<file path="config.mk">
export PLATFORM = sky130hd
export DESIGN_NAME = core_controller
export DESIGN_NICKNAME = d
export VERILOG_FILES = /design/src/design/ctrl_pkg.sv /design/src/design/core_controller.sv /design/src/design/ctrl_fsm.sv /design/src/design/hazard_unit.sv
export VERILOG_INCLUDE_DIRS = /design/src /design/src/design
export SDC_FILE = /design/constraint.sdc
export NUM_CORES = 1
export LEC_CHECK = 0
export BUFFER_PORTS_ARGS = -buffer_cell sky130_fd_sc_hd__clkbuf_2
export CAP_MARGIN = 0
export CORE_MARGIN = 2
export CORE_UTILIZATION = 41
export DETAILED_ROUTE_END_ITERATION = 10
export PLACE_DENSITY = 0.83
export SYNTH_ARGS = -nofsm -noshare
export SYNTH_HDL_FRONTEND = slang
export SYNTH_SLANG_ARGS = --single-unit
</file>
<file path="constraint.sdc">
create_clock -name clk -period 4.2 [get_ports clk]
set_input_delay 0.63 -clock clk [delete_from_list [all_inputs] [get_ports clk]]
set_output_delay 0.63 -clock clk [all_outputs]
set_load 0.01 [all_outputs]
</file>
<file path="src/design/ctrl_config.svh">
`ifndef CTRL_CONFIG_SVH
`define CTRL_CONFIG_SVH

// register address width on the decode side
// only the compare results reach the controller
`define CTRL_REG_ADDR_W 5

// select and code widths
`define CTRL_PC_MUX_W 3
`define CTRL_FW_SEL_W 2
`define CTRL_JUMP_W 2
`define CTRL_STATE_W 3

// state loaded by rst_n
`define CTRL_RESET_STATE RESET

`endif

</file>
<file path="src/design/ctrl_pkg.sv">
`include "ctrl_config.svh"

package ctrl_pkg;

  // source of the next fetch address
  typedef enum logic [`CTRL_PC_MUX_W-1:0] {
    PC_BOOT      = 3'd0,
    PC_JUMP      = 3'd1,
    PC_BRANCH    = 3'd2,
    PC_EXCEPTION = 3'd3,
    PC_ERET      = 3'd4
  } pc_mux_e;

  // kind of control transfer seen by the decoder
  typedef enum logic [`CTRL_JUMP_W-1:0] {
    BRANCH_NONE = 2'd0,
    BRANCH_JAL  = 2'd1,
    BRANCH_JALR = 2'd2,
    BRANCH_COND = 2'd3
  } jump_kind_e;

  // operand mux select in ID
  typedef enum logic [`CTRL_FW_SEL_W-1:0] {
    SEL_REGFILE = 2'd0,
    SEL_FW_EX   = 2'd1,
    SEL_FW_WB   = 2'd2
  } fw_sel_e;

  // main controller states
  typedef enum logic [`CTRL_STATE_W-1:0] {
    RESET,
    BOOT_SET,
    SLEEP,
    FIRST_FETCH,
    DECODE,
    FLUSH_EX,
    FLUSH_WB
  } ctrl_state_e;

endpackage

</file>
<file path="src/design/core_controller.sv">
`timescale 1ns/1ns

module core_controller import ctrl_pkg::*; (
  input  logic       clk,
  input  logic       rst_n,

  // core enable and status
  input  logic       fetch_enable_i,
  output logic       ctrl_busy_o,
  output logic       is_decoding_o,

  // decoder
  output logic       deassert_we_o,
  input  logic       illegal_insn_i,
  input  logic       eret_insn_i,
  input  logic       pipe_flush_i,
  input  logic       instr_valid_i,

  // fetch unit
  output logic       instr_req_o,
  output logic       pc_set_o,
  output pc_mux_e    pc_mux_o,

  // lsu and jumps
  input  logic       data_req_ex_i,
  input  logic       branch_taken_ex_i,
  input  jump_kind_e jump_in_dec_i,

  // exceptions
  input  logic       exc_req_i,
  input  logic       ext_req_i,
  output logic       exc_ack_o,
  output logic       exc_save_if_o,
  output logic       exc_save_id_o,
  output logic       exc_save_takenbranch_o,
  output logic       exc_restore_id_o,

  // write enables and operand compares from the register file side
  input  logic       regfile_we_ex_i,
  input  logic       regfile_we_wb_i,
  input  logic       regfile_alu_we_fw_i,
  input  logic       reg_d_wb_is_reg_a_i,
  input  logic       reg_d_wb_is_reg_b_i,
  input  logic       reg_d_alu_is_reg_a_i,
  input  logic       reg_d_alu_is_reg_b_i,
  output fw_sel_e    operand_a_fw_sel_o,
  output fw_sel_e    operand_b_fw_sel_o,

  // stalls
  output logic       halt_if_o,
  output logic       halt_id_o,
  output logic       jr_stall_o,
  output logic       load_stall_o,
  input  logic       id_ready_i,
  input  logic       ex_valid_i
);

  // hazards and forwarding, is_decoding comes back from the FSM
  hazard_unit u_hazard (
    .is_decoding_i        (is_decoding_o),
    .illegal_insn_i       (illegal_insn_i),
    .data_req_ex_i        (data_req_ex_i),
    .regfile_we_ex_i      (regfile_we_ex_i),
    .regfile_we_wb_i      (regfile_we_wb_i),
    .regfile_alu_we_fw_i  (regfile_alu_we_fw_i),
    .reg_d_wb_is_reg_a_i  (reg_d_wb_is_reg_a_i),
    .reg_d_wb_is_reg_b_i  (reg_d_wb_is_reg_b_i),
    .reg_d_alu_is_reg_a_i (reg_d_alu_is_reg_a_i),
    .reg_d_alu_is_reg_b_i (reg_d_alu_is_reg_b_i),
    .jump_in_dec_i        (jump_in_dec_i),
    .load_stall_o         (load_stall_o),
    .jr_stall_o           (jr_stall_o),
    .deassert_we_o        (deassert_we_o),
    .operand_a_fw_sel_o   (operand_a_fw_sel_o),
    .operand_b_fw_sel_o   (operand_b_fw_sel_o)
  );

  // main control FSM, waits on jr stall before a jalr redirect
  ctrl_fsm u_fsm (
    .clk                    (clk),
    .rst_n                  (rst_n),
    .fetch_enable_i         (fetch_enable_i),
    .instr_valid_i          (instr_valid_i),
    .eret_insn_i            (eret_insn_i),
    .pipe_flush_i           (pipe_flush_i),
    .branch_taken_ex_i      (branch_taken_ex_i),
    .exc_req_i              (exc_req_i),
    .ext_req_i              (ext_req_i),
    .id_ready_i             (id_ready_i),
    .ex_valid_i             (ex_valid_i),
    .jr_stall_i             (jr_stall_o),
    .jump_in_dec_i          (jump_in_dec_i),
    .ctrl_busy_o            (ctrl_busy_o),
    .is_decoding_o          (is_decoding_o),
    .instr_req_o            (instr_req_o),
    .pc_set_o               (pc_set_o),
    .pc_mux_o               (pc_mux_o),
    .exc_ack_o              (exc_ack_o),
    .exc_save_if_o          (exc_save_if_o),
    .exc_save_id_o          (exc_save_id_o),
    .exc_save_takenbranch_o (exc_save_takenbranch_o),
    .exc_restore_id_o       (exc_restore_id_o),
    .halt_if_o              (halt_if_o),
    .halt_id_o              (halt_id_o)
  );

endmodule

</file>
<file path="src/design/ctrl_fsm.sv">
`timescale 1ns/1ns

`include "ctrl_config.svh"

module ctrl_fsm import ctrl_pkg::*; (
  input  logic       clk,
  input  logic       rst_n,

  input  logic       fetch_enable_i,
  input  logic       instr_valid_i,
  input  logic       eret_insn_i,
  input  logic       pipe_flush_i,
  input  logic       branch_taken_ex_i,
  input  logic       exc_req_i,
  input  logic       ext_req_i,
  input  logic       id_ready_i,
  input  logic       ex_valid_i,
  input  logic       jr_stall_i,
  input  jump_kind_e jump_in_dec_i,

  output logic       ctrl_busy_o,
  output logic       is_decoding_o,
  output logic       instr_req_o,
  output logic       pc_set_o,
  output pc_mux_e    pc_mux_o,
  output logic       exc_ack_o,
  output logic       exc_save_if_o,
  output logic       exc_save_id_o,
  output logic       exc_save_takenbranch_o,
  output logic       exc_restore_id_o,
  output logic       halt_if_o,
  output logic       halt_id_o
);

  ctrl_state_e state_q;
  ctrl_state_e state_d;

  // set once a jump or eret has redirected, until ID accepts the next one
  logic jump_done_q;
  logic jump_done_d;

  logic is_jump;

  assign is_jump = (jump_in_dec_i == BRANCH_JAL) || (jump_in_dec_i == BRANCH_JALR);

  //////////////////////////////////////////////////////////////////////
  // next state and outputs
  //////////////////////////////////////////////////////////////////////

  always_comb begin
    // by default busy and fetching
    state_d                = state_q;
    jump_done_d            = jump_done_q;
    ctrl_busy_o            = 1'b1;
    is_decoding_o          = 1'b0;
    instr_req_o            = 1'b1;
    pc_set_o               = 1'b0;
    pc_mux_o               = PC_BOOT;
    exc_ack_o              = 1'b0;
    exc_save_if_o          = 1'b0;
    exc_save_id_o          = 1'b0;
    exc_save_takenbranch_o = 1'b0;
    exc_restore_id_o       = 1'b0;
    halt_if_o              = 1'b0;
    halt_id_o              = 1'b0;

    unique case (state_q)
      // idle until the core is enabled
      RESET: begin
        ctrl_busy_o = 1'b0;
        instr_req_o = 1'b0;
        if (fetch_enable_i) begin
          state_d = BOOT_SET;
        end
      end

      // load the boot address into the fetch unit
      BOOT_SET: begin
        pc_mux_o = PC_BOOT;
        pc_set_o = 1'b1;
        state_d  = FIRST_FETCH;
      end

      // empty pipeline wakes on enable or on an exception request
      SLEEP: begin
        ctrl_busy_o = 1'b0;
        instr_req_o = 1'b0;
        halt_if_o   = 1'b1;
        halt_id_o   = 1'b1;
        if (fetch_enable_i || exc_req_i) begin
          state_d = FIRST_FETCH;
        end
      end

      // wait for the first instruction to reach ID
      FIRST_FETCH: begin
        if (id_ready_i) begin
          state_d = DECODE;
        end
        // pipe was flushed before sleep, so only IF holds state
        if (exc_req_i) begin
          pc_mux_o      = PC_EXCEPTION;
          pc_set_o      = 1'b1;
          exc_ack_o     = 1'b1;
          exc_save_if_o = 1'b1;
        end
      end

      DECODE: begin
        // ID content is only meaningful when no branch in EX redirects
        if (instr_valid_i && !branch_taken_ex_i) begin
          is_decoding_o = 1'b1;

          if (is_jump) begin
            pc_mux_o = PC_JUMP;
            // target is known in decode and redirects once per jump
            if (!jr_stall_i && !jump_done_q) begin
              pc_set_o    = 1'b1;
              jump_done_d = 1'b1;
            end
          end else if (exc_req_i) begin
            pc_mux_o      = PC_EXCEPTION;
            pc_set_o      = 1'b1;
            exc_ack_o     = 1'b1;
            // keep the faulting instruction out of EX
            halt_id_o     = 1'b1;
            exc_save_id_o = 1'b1;
          end

          if (eret_insn_i) begin
            pc_mux_o         = PC_ERET;
            exc_restore_id_o = 1'b1;
            if (!jump_done_q) begin
              pc_set_o    = 1'b1;
              jump_done_d = 1'b1;
            end
          end

          // wfi or eret back into sleep
          if (pipe_flush_i || (eret_insn_i && !fetch_enable_i)) begin
            halt_if_o = 1'b1;
            halt_id_o = 1'b1;
            state_d   = FLUSH_EX;
          end
        end

        // with nothing in ID the return address comes from IF
        if (!instr_valid_i && !branch_taken_ex_i && ext_req_i) begin
          pc_mux_o      = PC_EXCEPTION;
          pc_set_o      = 1'b1;
          exc_ack_o     = 1'b1;
          halt_id_o     = 1'b1;
          exc_save_if_o = 1'b1;
        end

        // taken branch in EX overrides whatever ID wanted
        if (branch_taken_ex_i) begin
          pc_mux_o      = PC_BRANCH;
          pc_set_o      = 1'b1;
          is_decoding_o = 1'b0;
          // interrupt returns to the branch target
          if (ext_req_i) begin
            pc_mux_o               = PC_EXCEPTION;
            exc_ack_o              = 1'b1;
            halt_id_o              = 1'b1;
            exc_save_takenbranch_o = 1'b1;
          end
        end
      end

      // let the instruction in EX finish since EX latency is variable
      FLUSH_EX: begin
        halt_if_o = 1'b1;
        halt_id_o = 1'b1;
        if (ex_valid_i) begin
          state_d = FLUSH_WB;
        end
      end

      // one cycle for WB to drain
      FLUSH_WB: begin
        halt_if_o = 1'b1;
        halt_id_o = 1'b1;
        if (fetch_enable_i) begin
          halt_if_o = 1'b0;
          state_d   = DECODE;
        end else begin
          state_d = SLEEP;
        end
      end

      default: begin
        instr_req_o = 1'b0;
        state_d     = RESET;
      end
    endcase
  end

  //////////////////////////////////////////////////////////////////////
  // state registers
  //////////////////////////////////////////////////////////////////////

  always_ff @(posedge clk or negedge rst_n) begin
    if (!rst_n) begin
      state_q     <= `CTRL_RESET_STATE;
      jump_done_q <= 1'b0;
    end else begin
      state_q     <= state_d;
      // ID accepting a new instruction releases the guard
      jump_done_q <= jump_done_d && !id_ready_i;
    end
  end

  // no branch prediction in IF, so EX cannot resolve two in a row
  assert property (@(posedge clk) disable iff (!rst_n)
                   branch_taken_ex_i |=> !branch_taken_ex_i)
    else $error("taken branches back to back");

  // every exception ack comes with the redirect to the handler
  assert property (@(posedge clk) disable iff (!rst_n)
                   exc_ack_o |-> (pc_set_o && (pc_mux_o == PC_EXCEPTION)))
    else $error("exception ack without redirect");

endmodule

</file>
<file path="src/design/hazard_unit.sv">
`timescale 1ns/1ns

module hazard_unit import ctrl_pkg::*; (
  input  logic       is_decoding_i,
  input  logic       illegal_insn_i,
  input  logic       data_req_ex_i,
  input  logic       regfile_we_ex_i,
  input  logic       regfile_we_wb_i,
  input  logic       regfile_alu_we_fw_i,
  input  logic       reg_d_wb_is_reg_a_i,
  input  logic       reg_d_wb_is_reg_b_i,
  input  logic       reg_d_alu_is_reg_a_i,
  input  logic       reg_d_alu_is_reg_b_i,
  input  jump_kind_e jump_in_dec_i,

  output logic       load_stall_o,
  output logic       jr_stall_o,
  output logic       deassert_we_o,
  output fw_sel_e    operand_a_fw_sel_o,
  output fw_sel_e    operand_b_fw_sel_o
);

  // per-operand select where the younger EX result wins over WB
  function automatic fw_sel_e fw_select(input logic we_wb, input logic wb_hit,
                                        input logic we_alu, input logic alu_hit);
    fw_sel_e sel;
    sel = SEL_REGFILE;
    if (we_wb && wb_hit) begin
      sel = SEL_FW_WB;
    end
    if (we_alu && alu_hit) begin
      sel = SEL_FW_EX;
    end
    return sel;
  endfunction

  //////////////////////////////////////////////////////////////////////
  // stalls
  //////////////////////////////////////////////////////////////////////

  // load in EX whose destination is read by the instruction in decode
  assign load_stall_o = data_req_ex_i && regfile_we_ex_i &&
                        (reg_d_alu_is_reg_a_i || reg_d_alu_is_reg_b_i);

  // jalr target register still in flight somewhere down the pipe
  assign jr_stall_o = (jump_in_dec_i == BRANCH_JALR) &&
                      ((regfile_we_wb_i && reg_d_wb_is_reg_a_i) ||
                       (regfile_we_ex_i && reg_d_alu_is_reg_a_i) ||
                       (regfile_alu_we_fw_i && reg_d_alu_is_reg_a_i));

  // kill the write enable of whatever sits in ID when it must not commit
  assign deassert_we_o = !is_decoding_i || illegal_insn_i || load_stall_o || jr_stall_o;

  //////////////////////////////////////////////////////////////////////
  // forwarding
  //////////////////////////////////////////////////////////////////////

  assign operand_a_fw_sel_o = fw_select(regfile_we_wb_i, reg_d_wb_is_reg_a_i,
                                        regfile_alu_we_fw_i, reg_d_alu_is_reg_a_i);
  assign operand_b_fw_sel_o = fw_select(regfile_we_wb_i, reg_d_wb_is_reg_b_i,
                                        regfile_alu_we_fw_i, reg_d_alu_is_reg_b_i);

endmodule

</file>
## Word level (Yosys, flattened, before mapping)

Index checks and enable logic that the tools add are counted.

- Output and inout port bits: 21
- Bits of input ports: 22
- Word-level logic and storage cells: 117
- Bits in read-only memories: 0
- Memory bits (writable): 0
- Bits in latches: 0
- Memories kept: 0
- Bits in registers: 4

- Shift operators: 0
- Muxes and demuxes: 65
- Equality and inequality tests: 14
- Bitwise gates (word level): 0
- Reductions and logical operators: 36
- Magnitude comparators: 0
- Multiply operators: 0
- $add $sub $neg: 0
- Div/mod/pow operators: 0

Operator list:

| cell | count |
|---|---|
| 2-to-1 mux 1 bit | 41 |
| 2-to-1 mux 3 bit | 12 |
| one-hot mux 3 bit (7 select lines) | 1 |
| logical AND 1 bit | 14 |
| 2-to-1 mux 2 bit | 5 |
| equality test 3 bit (second input constant) | 3 |
| logical OR 1 bit | 9 |
| logical NOT 1 bit | 7 |
| equality test 3 x 2 -> 1 bit (second input constant) | 2 |
| inequality test 2 x 1 -> 1 bit (second input constant) | 3 |
| inequality test 2 bit (second input constant) | 3 |
| one-hot mux 1 bit (2 select lines) | 3 |
| one-hot mux 1 bit (3 select lines) | 2 |
| one-hot mux 3 bit (2 select lines) | 1 |
| AND reduction 6 bit | 1 |
| OR reduction 5 bit | 1 |
| OR reduction 2 bit | 2 |
| equality test 3 x 1 -> 1 bit (second input constant) | 1 |
| logical NOT 3 bit | 1 |
| OR reduction 3 bit | 1 |
| equality test 2 x 1 -> 1 bit (second input constant) | 1 |
| equality test 2 bit (second input constant) | 1 |

## Depth between registers and ports, before layout

Gate-level depths: netlist (run 1).

- Depth after elaboration: 14
- Depth in mapped cells: 6
- Gate-level depth less buffers: 6

## Modules after synthesis

A second synthesis (run 1) with hierarchy kept.

- Cell total of the unflattened synthesis: 80
- Area, all modules: 578.1 um2

Modules (own cells, without submodules):

| module | times used | seq. area each (um2) | area an instance (um2) | cells each |
|---|---|---|---|---|
| ctrl_fsm | 1 | 100.1 | 513.0 | 69 |
| hazard_unit | 1 | 0.0 | 65.1 | 11 |

## Least setup slack after synthesis (run 1)

Ideal clock, no wire load.

- Path type: in2out
- Start: in jump_in_dec_i[0]
- End: out pc_set_o
- Buffers on the path: 0
- Data required time: 3.570 ns
- Stages on the path: 5
- Arrival: 1.613 ns
- Slack: 1.957 ns
- Cell sequence: inv_1 -> ha_1 -> a21boi_0 -> o31ai_1 -> a31o_2

- Word-level cells in the longest chain between the ends: 12
- Elaborated cells between the ends (all ways): 14
- Classes of those cells: eq/ne (2); mux (8); reduce/logical (4)

RTL lines:

| item | line | text |
|---|---|---|
| from (decl) | core_controller.sv:27 | `input jump_kind_e jump_in_dec_i,` |
| equality test 2 bit * | hazard_unit.sv:46 | `assign jr_stall_o = (jump_in_dec_i == BRANCH_JALR) &&` |
| logical AND 1 bit * | hazard_unit.sv:46 |  |
| named net jr_stall_o | core_controller.sv:52 | `output logic jr_stall_o,` |
| logical NOT 1 bit * | ctrl_fsm.sv:117 | `if (!jr_stall_i && !jump_done_q) begin` |
| logical AND 1 bit * | ctrl_fsm.sv:117 |  |
| 2-to-1 mux 1 bit * | ctrl_fsm.sv:117 |  |
| 2-to-1 mux 1 bit * | ctrl_fsm.sv:114 | `if (is_jump) begin` |
| 2-to-1 mux 1 bit | ctrl_fsm.sv:133 | `if (!jump_done_q) begin` |
| 2-to-1 mux 1 bit * | ctrl_fsm.sv:130 | `if (eret_insn_i) begin` |
| 2-to-1 mux 1 bit * | ctrl_fsm.sv:111 | `if (instr_valid_i && !branch_taken_ex_i) begin` |
| 2-to-1 mux 1 bit * | ctrl_fsm.sv:148 | `if (!instr_valid_i && !branch_taken_ex_i && ext_req_i) begin` |
| 2-to-1 mux 1 bit * | ctrl_fsm.sv:157 | `if (branch_taken_ex_i) begin` |
| one-hot mux 1 bit (3 select lines) * | ctrl_fsm.sv:67 | `unique case (state_q)` |
| to (decl) | core_controller.sv:21 | `output logic pc_set_o,` |

The timed path passes the listed nets; every way through them passes the cells marked *.

## Worst setup path after layout (run 1)

- Start: reg u_fsm.state_q[0]
- End: out deassert_we_o

- Word-level cells in the longest chain between the ends: 6

RTL lines:

| item | line | text |
|---|---|---|
| from (decl) | ctrl_fsm.sv:35 | `ctrl_state_e state_q;` |
| from (signal assigned) | ctrl_fsm.sv:205 | `` state_q <= `CTRL_RESET_STATE; `` |
| from (signal assigned) | ctrl_fsm.sv:208 | `state_q <= state_d;` |
| equality test 3 bit | ctrl_fsm.sv:67 |  |
| 2-to-1 mux 1 bit | ctrl_fsm.sv:67 |  |
| logical NOT 1 bit | hazard_unit.sv:52 | `assign deassert_we_o = !is_decoding_i \|\| illegal_insn_i \|\| load_stall_o \|\| jr_stall_o;` |
| logical OR 1 bit (3 in a row) | hazard_unit.sv:52 |  |
| to (decl) | core_controller.sv:13 | `output logic deassert_we_o,` |

Every way passes these cells.

==> results of run 1 <==
## kinds of logic after synthesis
logic type	Yosys count
buffers and inverters	9
adders and majority gates	1
AOI/OAI and AO/OA	31
DFF	4
and+or+nand+nor	36
## worst paths after layout
| kind | slack, ps | endpoint | depth (start not counted) | from |
|---|---|---|---|---|
| hold / removal | 200 | u_fsm.state_q[2]$_DFFE_PN0P_ | 1 | rst_n |
| min in group clk | 610 | u_fsm.jump_done_q$_DFF_PN0_ | 2 | u_fsm.jump_done_q$_DFF_PN0_ |
| setup / recovery | 1550 | deassert_we_o | 4 | u_fsm.state_q[0]$_DFFE_PN0P_ |
| hold reg to reg | 610 | u_fsm.jump_done_q$_DFF_PN0_ | 2 | u_fsm.jump_done_q$_DFF_PN0_ |
| max in group asynchronous | 3880 | u_fsm.state_q[0]$_DFFE_PN0P_ | 1 | rst_n |
| setup reg to reg | 2480 | u_fsm.jump_done_q$_DFF_PN0_ | 3 | u_fsm.state_q[0]$_DFFE_PN0P_ |
## synthesized netlist by cell type, types with 2 or more instances
master / number
nor2_1: 5
o221ai_1: 2
nand2_1: 9
a21oi_1: 7
o31ai_1: 2
dfrtp_1: 4
and2_1: 6
nand3_1: 3
o21ai_0: 11
inv_1: 6
clkbuf_1: 2
nor2b_1: 3
## state kept, by name, indices dropped and copies added (netlist names)
signal             cells
u_fsm.jump_done_q      1
u_fsm.state_q          3
## metrics by stage
| stage | area, um2 | worst slack [ps] |
|---|---|---|
| 6_report | 785.8 | 1554 |
| 5_1_grt | 785.8 | 1434 |
| 4_1_cts | 785.8 | 1550 |
| 3_5_place_dp | 763.2 | 1774 |
| 3_3_place_gp | 763.2 | 1823 |
| 2_1_floorplan | 546.8 | 1957 |
## area by class of cell
cell class	count	share of cell area (%)
multi-input combinational	68	52.39
clock buffer	3	2.866
sequential	4	12.74
tap	15	2.389
timing repair buffer	42	26.75
inverter	6	2.866
## per-layer routing
metal	global-route usage, %	up-vias
met3	3.889	0
met5	0	-
met2	35.71	18
li1	-	380
met1	30.39	321
met4	7.500	0
## power by group
| group | total, mW | switching [mW] | internal [mW] | leakage (nW) |
|---|---|---|---|---|
| registers | 0.0976 | 0.0449 | 0.0527 | 0.0500 |
| clock network | 0.0468 | 0.0149 | 0.0319 | 0.0138 |
| logic | 0.211 | 0.107 | 0.104 | 0.362 |
==> metrics.cfg, run 1 <==
[synthesis]
synth_edf_count=0
synth-simple-area-share_pct=36.84
synth_area_leaders=dfrtp_1, o21ai_0, and2_1
ys.flop_type=dfrtp_1
synth_fa_ha_area_share_pct=2.288
yosys.cell_types.count=33
ys_seq_area_share_pct=18.31
async_reset_ff_share_pct=100.0
synthXorXnorAreaFrac_pct=0
synth_top_cell_area_share_pct=18.31
syn_nets=104
synth_compound_area_share_pct=36.16
synth_top_area_cell=dfrtp_1
yosys_warnings=0
synthCells=81
synth_top_family_by_area=simple AND/OR/NAND/NOR gates
ys_ff_latch=4
synth.avg_cell_area_um2=6.750
synthesis.area_um2=546.8
synth_mux_area_share_pct=0

[status]
outcome=finished clean

[layout]
drive_above_1_share_pct=40.65
layoutNonFillerInstCount=138
antenna_cells=0
final_common_cell=clkbuf_2
final_cell_mix=clkbuf_2, o21ai_0, nand2_1
fill_cells=120
nNetsFinal=148
regArea_um2=100.1
area_growth_pct=43.71
final_util_pct=61.93
multi_input_area_um2=411.6

[timing]
tns_ps=0
fin_crit_sh_pct=63.00
rsz0062_at_grt=false
holdWs_ps=198.2
finalMaxSlewViolations=0
max_clock_freq_mhz=377.9
skew_ps=2.435
worst_slew_pin_slew_ps=467.6
setup_viol=0
maxSlewHeadroom_pct=68.55
period_needed_ps=2646
finalHoldViolCount=0

[grt]
grt_use_total_pct=22.56
grt_pass1_vias=598
antenna_found_initial=0
grt_first_pass_wirelength_um=2539
gr-total-overflow=0
grt_max_degree=19

[floorplan]
start_util_pct=43.10
rows=13
die_w_um=40.52
fp.dieH_um=40.52
ios=43
die_area_mm2=0.001642
core_area_mm2=0.001269

[clock_network]
post_cts.repair.setup_buffers=0
cts.path.max_buffers=2
cts_tree=built
clock-sinks=4
cts.htree.levels=1
root_buffer=clkbuf_4
clk_pin_slew_worst_paths_ps=40
cts_hold_buf=0
clock_latency_ps=230
cts_inserted_buffers=3
cts_resized=0

[placed_design]
gp_congestion=0.7958
numPortBuffers=42
placedCellCount=135
dp_hpwl_um=1261

[run]
cap_violations=0

[power_and_ir_drop]
power_leakage_nw=0.4254
ir_worst_vdd_v=0.0002545
p_per_area_mw_per_mm2=452.2
p_total_mw=0.3553

[setup_path]
crit_family=simple AND/OR/NAND/NOR gates
critical_path.cell_chain=or3b_4, nor2_4, or4b_1, clkbuf_2
slowest_stage=dfrtp_1
crit_type=flop to primary output
crit_fanout=18
cp-start-kind=flop
end_kind=primary output
critPathArrivalTime_ps=2020
slowest_delay_ps=530
required_ps=3570
worst-path-buf-inv=1

[drt]
num_vias=719
met1_length_um=744
vias_per_cell=5.210
drt_iter0_drc=13
drtPass1Iterations=4
antenna_left=0
route.detailed.drc=0
routed_wirelength_um=1565
dr_wl_met2_um=745
routedWlPerCell_um=11.34
wl_met3_um=74
dr.max_layer_used=met3

[min_path]
min_path_type=input pin to asynchronous set/reset pin

Power figures use the tool's default switching activity.
==> run 2: changes to the inputs <==
--- a/config.mk
+++ b/config.mk
@@ -9,9 +9,9 @@
 export BUFFER_PORTS_ARGS = -buffer_cell sky130_fd_sc_hd__clkbuf_2
 export CAP_MARGIN = 0
 export CORE_MARGIN = 2
-export CORE_UTILIZATION = 41
+export CORE_UTILIZATION = 38
 export DETAILED_ROUTE_END_ITERATION = 10
-export PLACE_DENSITY = 0.83
+export PLACE_DENSITY = 0.78
 export SYNTH_ARGS = -nofsm -noshare
 export SYNTH_HDL_FRONTEND = slang
 export SYNTH_SLANG_ARGS = --single-unit
==> constraint.sdc (replaced) <==
create_clock -name clk -period 2.7 [get_ports clk]
set_input_delay 0.405 -clock clk [delete_from_list [all_inputs] [get_ports clk]]
set_output_delay 0.405 -clock clk [all_outputs]
set_load 0.01 [all_outputs]
==> metrics.cfg, run 2 (synthesis gave the netlist of run 1 again) <==
[status]
outcome=finished clean

[placed_design]
placedCellCount=135
dp_hpwl_um=1271
numPortBuffers=42
placed_area_um2=763.2
dpl_worst_slack_ps=544.0
gp_congestion=0.9578

[drt]
routedWlPerCell_um=11.27
antenna_left=0
drt_iter0_drc=19
num_vias=740
drtPass1Iterations=4
routed_wirelength_um=1567
route.detailed.drc=0
vias_per_cell=5.324

[timing]
setup_viol=0
period_needed_ps=2408
skew_ps=4.934
max_clock_freq_mhz=415.3
holdWs_ps=384.0
tns_ps=0
finalHoldViolCount=0
timing.final.ws_setup_ps=292.2
rsz0062_at_grt=false
worst_slew_pin_slew_ps=428.7
maxSlewHeadroom_pct=71.42
fin_crit_sh_pct=89.18
finalMaxSlewViolations=0

[power_and_ir_drop]
seqPwrFrac_pct=26.2
power_leakage_nw=0.4296
switching_share_pct=46.82
p_clk_share_pct=13.6
ir_worst_vdd_v=0.0004257
internal-power_mw=0.2941
p_per_area_mw_per_mm2=694.9
p_total_mw=0.5530
p_switching_mw=0.2589
p_comb_share_pct=60.2

[grt]
grt_first_pass_wirelength_um=2566
grt_pass1_vias=603
antenna_found_initial=0
grt_max_degree=19
gr-total-overflow=0
grt_use_total_pct=18.53

[setup_path]
crit_type=flop to primary output
r2r-start=u_fsm.state_q[0]$_DFFE_PN0P_
worst-path-buf-inv=1
end_kind=primary output
slowest_delay_ps=520
crit_family=simple AND/OR/NAND/NOR gates
r2r_slack_ps=950
path_depth=4
worst-r2r-cell-count=3
cp-start-kind=flop
startpoint=u_fsm.state_q[0]$_DFFE_PN0P_
r2r_end=u_fsm.jump_done_q$_DFF_PN0_
crit_fanout=18
required_ps=2300
cp-endpoint=deassert_we_o
critPathArrivalTime_ps=2000
critical_path.cell_chain=or3b_4, nor2_4, or4b_1, clkbuf_2
slowest_stage=dfrtp_1

[floorplan]
core_area_mm2=0.001318
ios=43
rows=13
start_util_pct=41.50
fp.dieH_um=41.93
die_area_mm2=0.001758
die_w_um=41.93

[clock_network]
cts.path.max_buffers=2
root_buffer=clkbuf_4
clock-sinks=4
cts_inserted_buffers=3
clock_latency_ps=240
cts_tree=built
cts.htree.levels=1
clk_pin_slew_worst_paths_ps=40

[layout]
postLayoutCellArea_um2=795.8
largest_registers=u_fsm.state_q: 3 flops, u_fsm.jump_done_q: 1 flops
nNetsFinal=149
antenna_cells=0
largest_register_ffs=3
regMostFlops=u_fsm.state_q
layoutNonFillerInstCount=139
final_cell_mix=clkbuf_2, o21ai_0, nand2_1
final_common_cell=clkbuf_2
drive_above_1_share_pct=40.32
area_growth_pct=45.54
final_util_pct=60.40

[run]
cap_violations=0

[min_path]
min_path_type=input pin to flop

-- run 2: worst min path at each step --
stage,from,endpoint,depth (start not counted)
CTS,id_ready_i,u_fsm.jump_done_q$_DFF_PN0_,2
detailed placement,rst_n,u_fsm.state_q[2]$_DFFE_PN0P_,1
finish,id_ready_i,u_fsm.jump_done_q$_DFF_PN0_,2
global placement,rst_n,u_fsm.state_q[1]$_DFFE_PN0P_,1
global route,id_ready_i,u_fsm.jump_done_q$_DFF_PN0_,2
floorplan,rst_n,u_fsm.jump_done_q$_DFF_PN0_,0
-- run 2: routing by layer --
layer	GRT usage, %	routed length, um	vias to the layer above
met1	27.59	728	317
met3	3.913	148	2
li1	-	-	382
met4	5.806	17	0
met2	26.25	672	39
met5	0	0	-
-- run 2: layout make-up --
type	count	area (um2)
repair buffers	43	220.2
well taps	15	18.77
clock buffers	3	22.52
multi-input cells	68	411.6
inverters	6	22.52
flip-flops and latches	4	100.1
fillers	124	521.8
-- run 2: repair_timing --
action / 4_1_cts / 5_1_grt
hold endpoints to repair: 4 / 0
resized for setup: 0 / 0
setup buffers: 0 / 0
setup endpoints to repair: 0 / 0
hold buffers: 1 / 0
-- run 2: power groups by stage --
stage               logic [mW]  clock network, mW  registers (mW)
global placement         0.332                  0           0.144
floorplan                0.265                  0          0.0983
detailed placement       0.334                  0           0.145
CTS                      0.336             0.0760           0.144
finish                   0.333             0.0750           0.145
global route             0.375             0.0832           0.156
==> run 3: changes to the inputs <==
--- a/config.mk
+++ b/config.mk
@@ -9,9 +9,9 @@
 export BUFFER_PORTS_ARGS = -buffer_cell sky130_fd_sc_hd__clkbuf_2
 export CAP_MARGIN = 0
 export CORE_MARGIN = 2
-export CORE_UTILIZATION = 38
+export CORE_UTILIZATION = 34
 export DETAILED_ROUTE_END_ITERATION = 10
-export PLACE_DENSITY = 0.78
+export PLACE_DENSITY = 0.74
 export SYNTH_ARGS = -nofsm -noshare
 export SYNTH_HDL_FRONTEND = slang
 export SYNTH_SLANG_ARGS = --single-unit
==> constraint.sdc (replaced) <==
create_clock -name clk -period 2.2 [get_ports clk]
set_input_delay 0.33 -clock clk [delete_from_list [all_inputs] [get_ports clk]]
set_output_delay 0.33 -clock clk [all_outputs]
set_load 0.01 [all_outputs]
==> metrics.cfg, run 3 (synthesis gave the netlist of run 1 again) <==
[layout]
largest_register_ffs=3
regArea_um2=101.3
final_cell_mix=clkbuf_2, o21ai_0, nand2_1
layoutNonFillerInstCount=143
nNetsFinal=152
fill_cells=155
largest_registers=u_fsm.state_q: 3 flops, u_fsm.jump_done_q: 1 flops
final_util_pct=54.65
area_growth_pct=50.57
regMostFlops=u_fsm.state_q
multi_input_area_um2=414.1
antenna_cells=0
postLayoutCellArea_um2=823.3
final_common_cell=clkbuf_2
drive_above_1_share_pct=43.31

[power_and_ir_drop]
internal-power_mw=0.3958
p_total_mw=0.7324
power_leakage_nw=0.4430
p_switching_mw=0.3366
p_clk_share_pct=11.9
p_comb_share_pct=71.5
p_per_area_mw_per_mm2=889.7
ir_worst_vdd_v=0.0005034
switching_share_pct=45.96
seqPwrFrac_pct=16.6

[grt]
grt_first_pass_wirelength_um=2691
antenna_found_initial=0
grt_use_total_pct=17.47
gr-total-overflow=0
grt_pass1_vias=617
grt_max_degree=18

[timing]
fin_crit_sh_pct=95.95
max_clock_freq_mhz=473.7
tns_ps=0
finalMaxSlewViolations=0
finalHoldViolCount=0
period_needed_ps=2111
maxSlewHeadroom_pct=70.16
timing.final.ws_setup_ps=89.01
rsz0062_at_grt=false
worst_slew_pin_slew_ps=443.6
holdWs_ps=321.3
skew_ps=6.700
setup_viol=0

[setup_path]
cp-start-kind=flop
r2r-start=u_fsm.state_q[1]$_DFFE_PN0P_
crit_fanout=7
crit_type=flop to primary output
slowest_delay_ps=440
critical_path.cell_chain=or3b_4, nor2_4, or4b_1, clkbuf_2
critPathArrivalTime_ps=1780
slowest_stage=or4b_1
required_ps=1870
startpoint=u_fsm.state_q[1]$_DFFE_PN0P_
end_kind=primary output

[drt]
num_vias=771
vias_per_cell=5.392
routed_wirelength_um=1724
antenna_left=0
drt_iter0_drc=22
drtPass1Iterations=4
routedWlPerCell_um=12.06
route.detailed.drc=0

[min_path]
min-delay-start=id_ready_i
min_path_type=input pin to flop

[placed_design]
dpl_worst_slack_ps=210.5
gp_congestion=0.8456
placedCellCount=138
placed_area_um2=779.5
dp_hpwl_um=1407
numPortBuffers=42

[clock_network]
clock-sinks=4
cts_inserted_buffers=3
root_buffer=clkbuf_4
cts_tree=built
cts.path.max_buffers=2
cts.htree.levels=1
clock_latency_ps=230
clk_pin_slew_worst_paths_ps=40

[floorplan]
rows=14
core_area_mm2=0.001506
start_util_pct=36.30
die_area_mm2=0.001945
ios=43
die_w_um=44.10
fp.dieH_um=44.10

[run]
cap_violations=0

[status]
outcome=finished clean

run 3: worst paths after layout:
kind	slack, ps	to	cells past startpoint
max in group asynchronous	1620	u_fsm.state_q[2]$_DFFE_PN0P_	2
hold reg to reg	540	u_fsm.state_q[2]$_DFFE_PN0P_	2
setup / recovery	90	deassert_we_o	4
hold / removal	320	u_fsm.jump_done_q$_DFF_PN0_	2
setup reg to reg	660	u_fsm.jump_done_q$_DFF_PN0_	3
min in group asynchronous	440	u_fsm.jump_done_q$_DFF_PN0_	2
run 3: critical path, delay by kind of cell (launching register included):
kind	cells	cell delay (ps)
buf+inv	1	140
flops	1	370
simple gates	3	1030
run 3: area by class of cell:
| type | instances | area share [%] |
|---|---|---|
| clock buffers | 3 | 2.736 |
| inverters | 6 | 2.736 |
| multi-input cells | 68 | 50.30 |
| flip-flops and latches | 4 | 12.31 |
| well taps | 16 | 2.432 |
| repair buffers | 46 | 29.48 |
run 3: metal layers:
| metal | global-route usage, % | part of all wire [%] |
|---|---|---|
| met5 | 0 | 0 |
| met4 | 1.818 | 0 |
| met3 | 2.041 | 7.5 |
| met2 | 25.59 | 45 |
| met1 | 28.00 | 48 |
run 3: power groups by stage:
| stage | registers (mW) | clock network [mW] | logic [mW] |
|---|---|---|---|
| 6_report | 0.122 | 0.0869 | 0.524 |
| 5_1_grt | 0.126 | 0.0958 | 0.582 |
| 4_1_cts | 0.128 | 0.0898 | 0.503 |
| 3_5_place_dp | 0.128 | 0 | 0.499 |
| 3_3_place_gp | 0.124 | 0 | 0.493 |
| 2_1_floorplan | 0.121 | 0 | 0.325 |
run 3: timing repair:
action / 4_1_cts / 5_1_grt
setup endpoints to repair: 1 / 2
hold buffers: 1 / 0
setup buffers: 0 / 1
endpoints found under the hold margin: 4 / 0
pin swaps: 0 / 1
gates resized for setup: 1 / 1
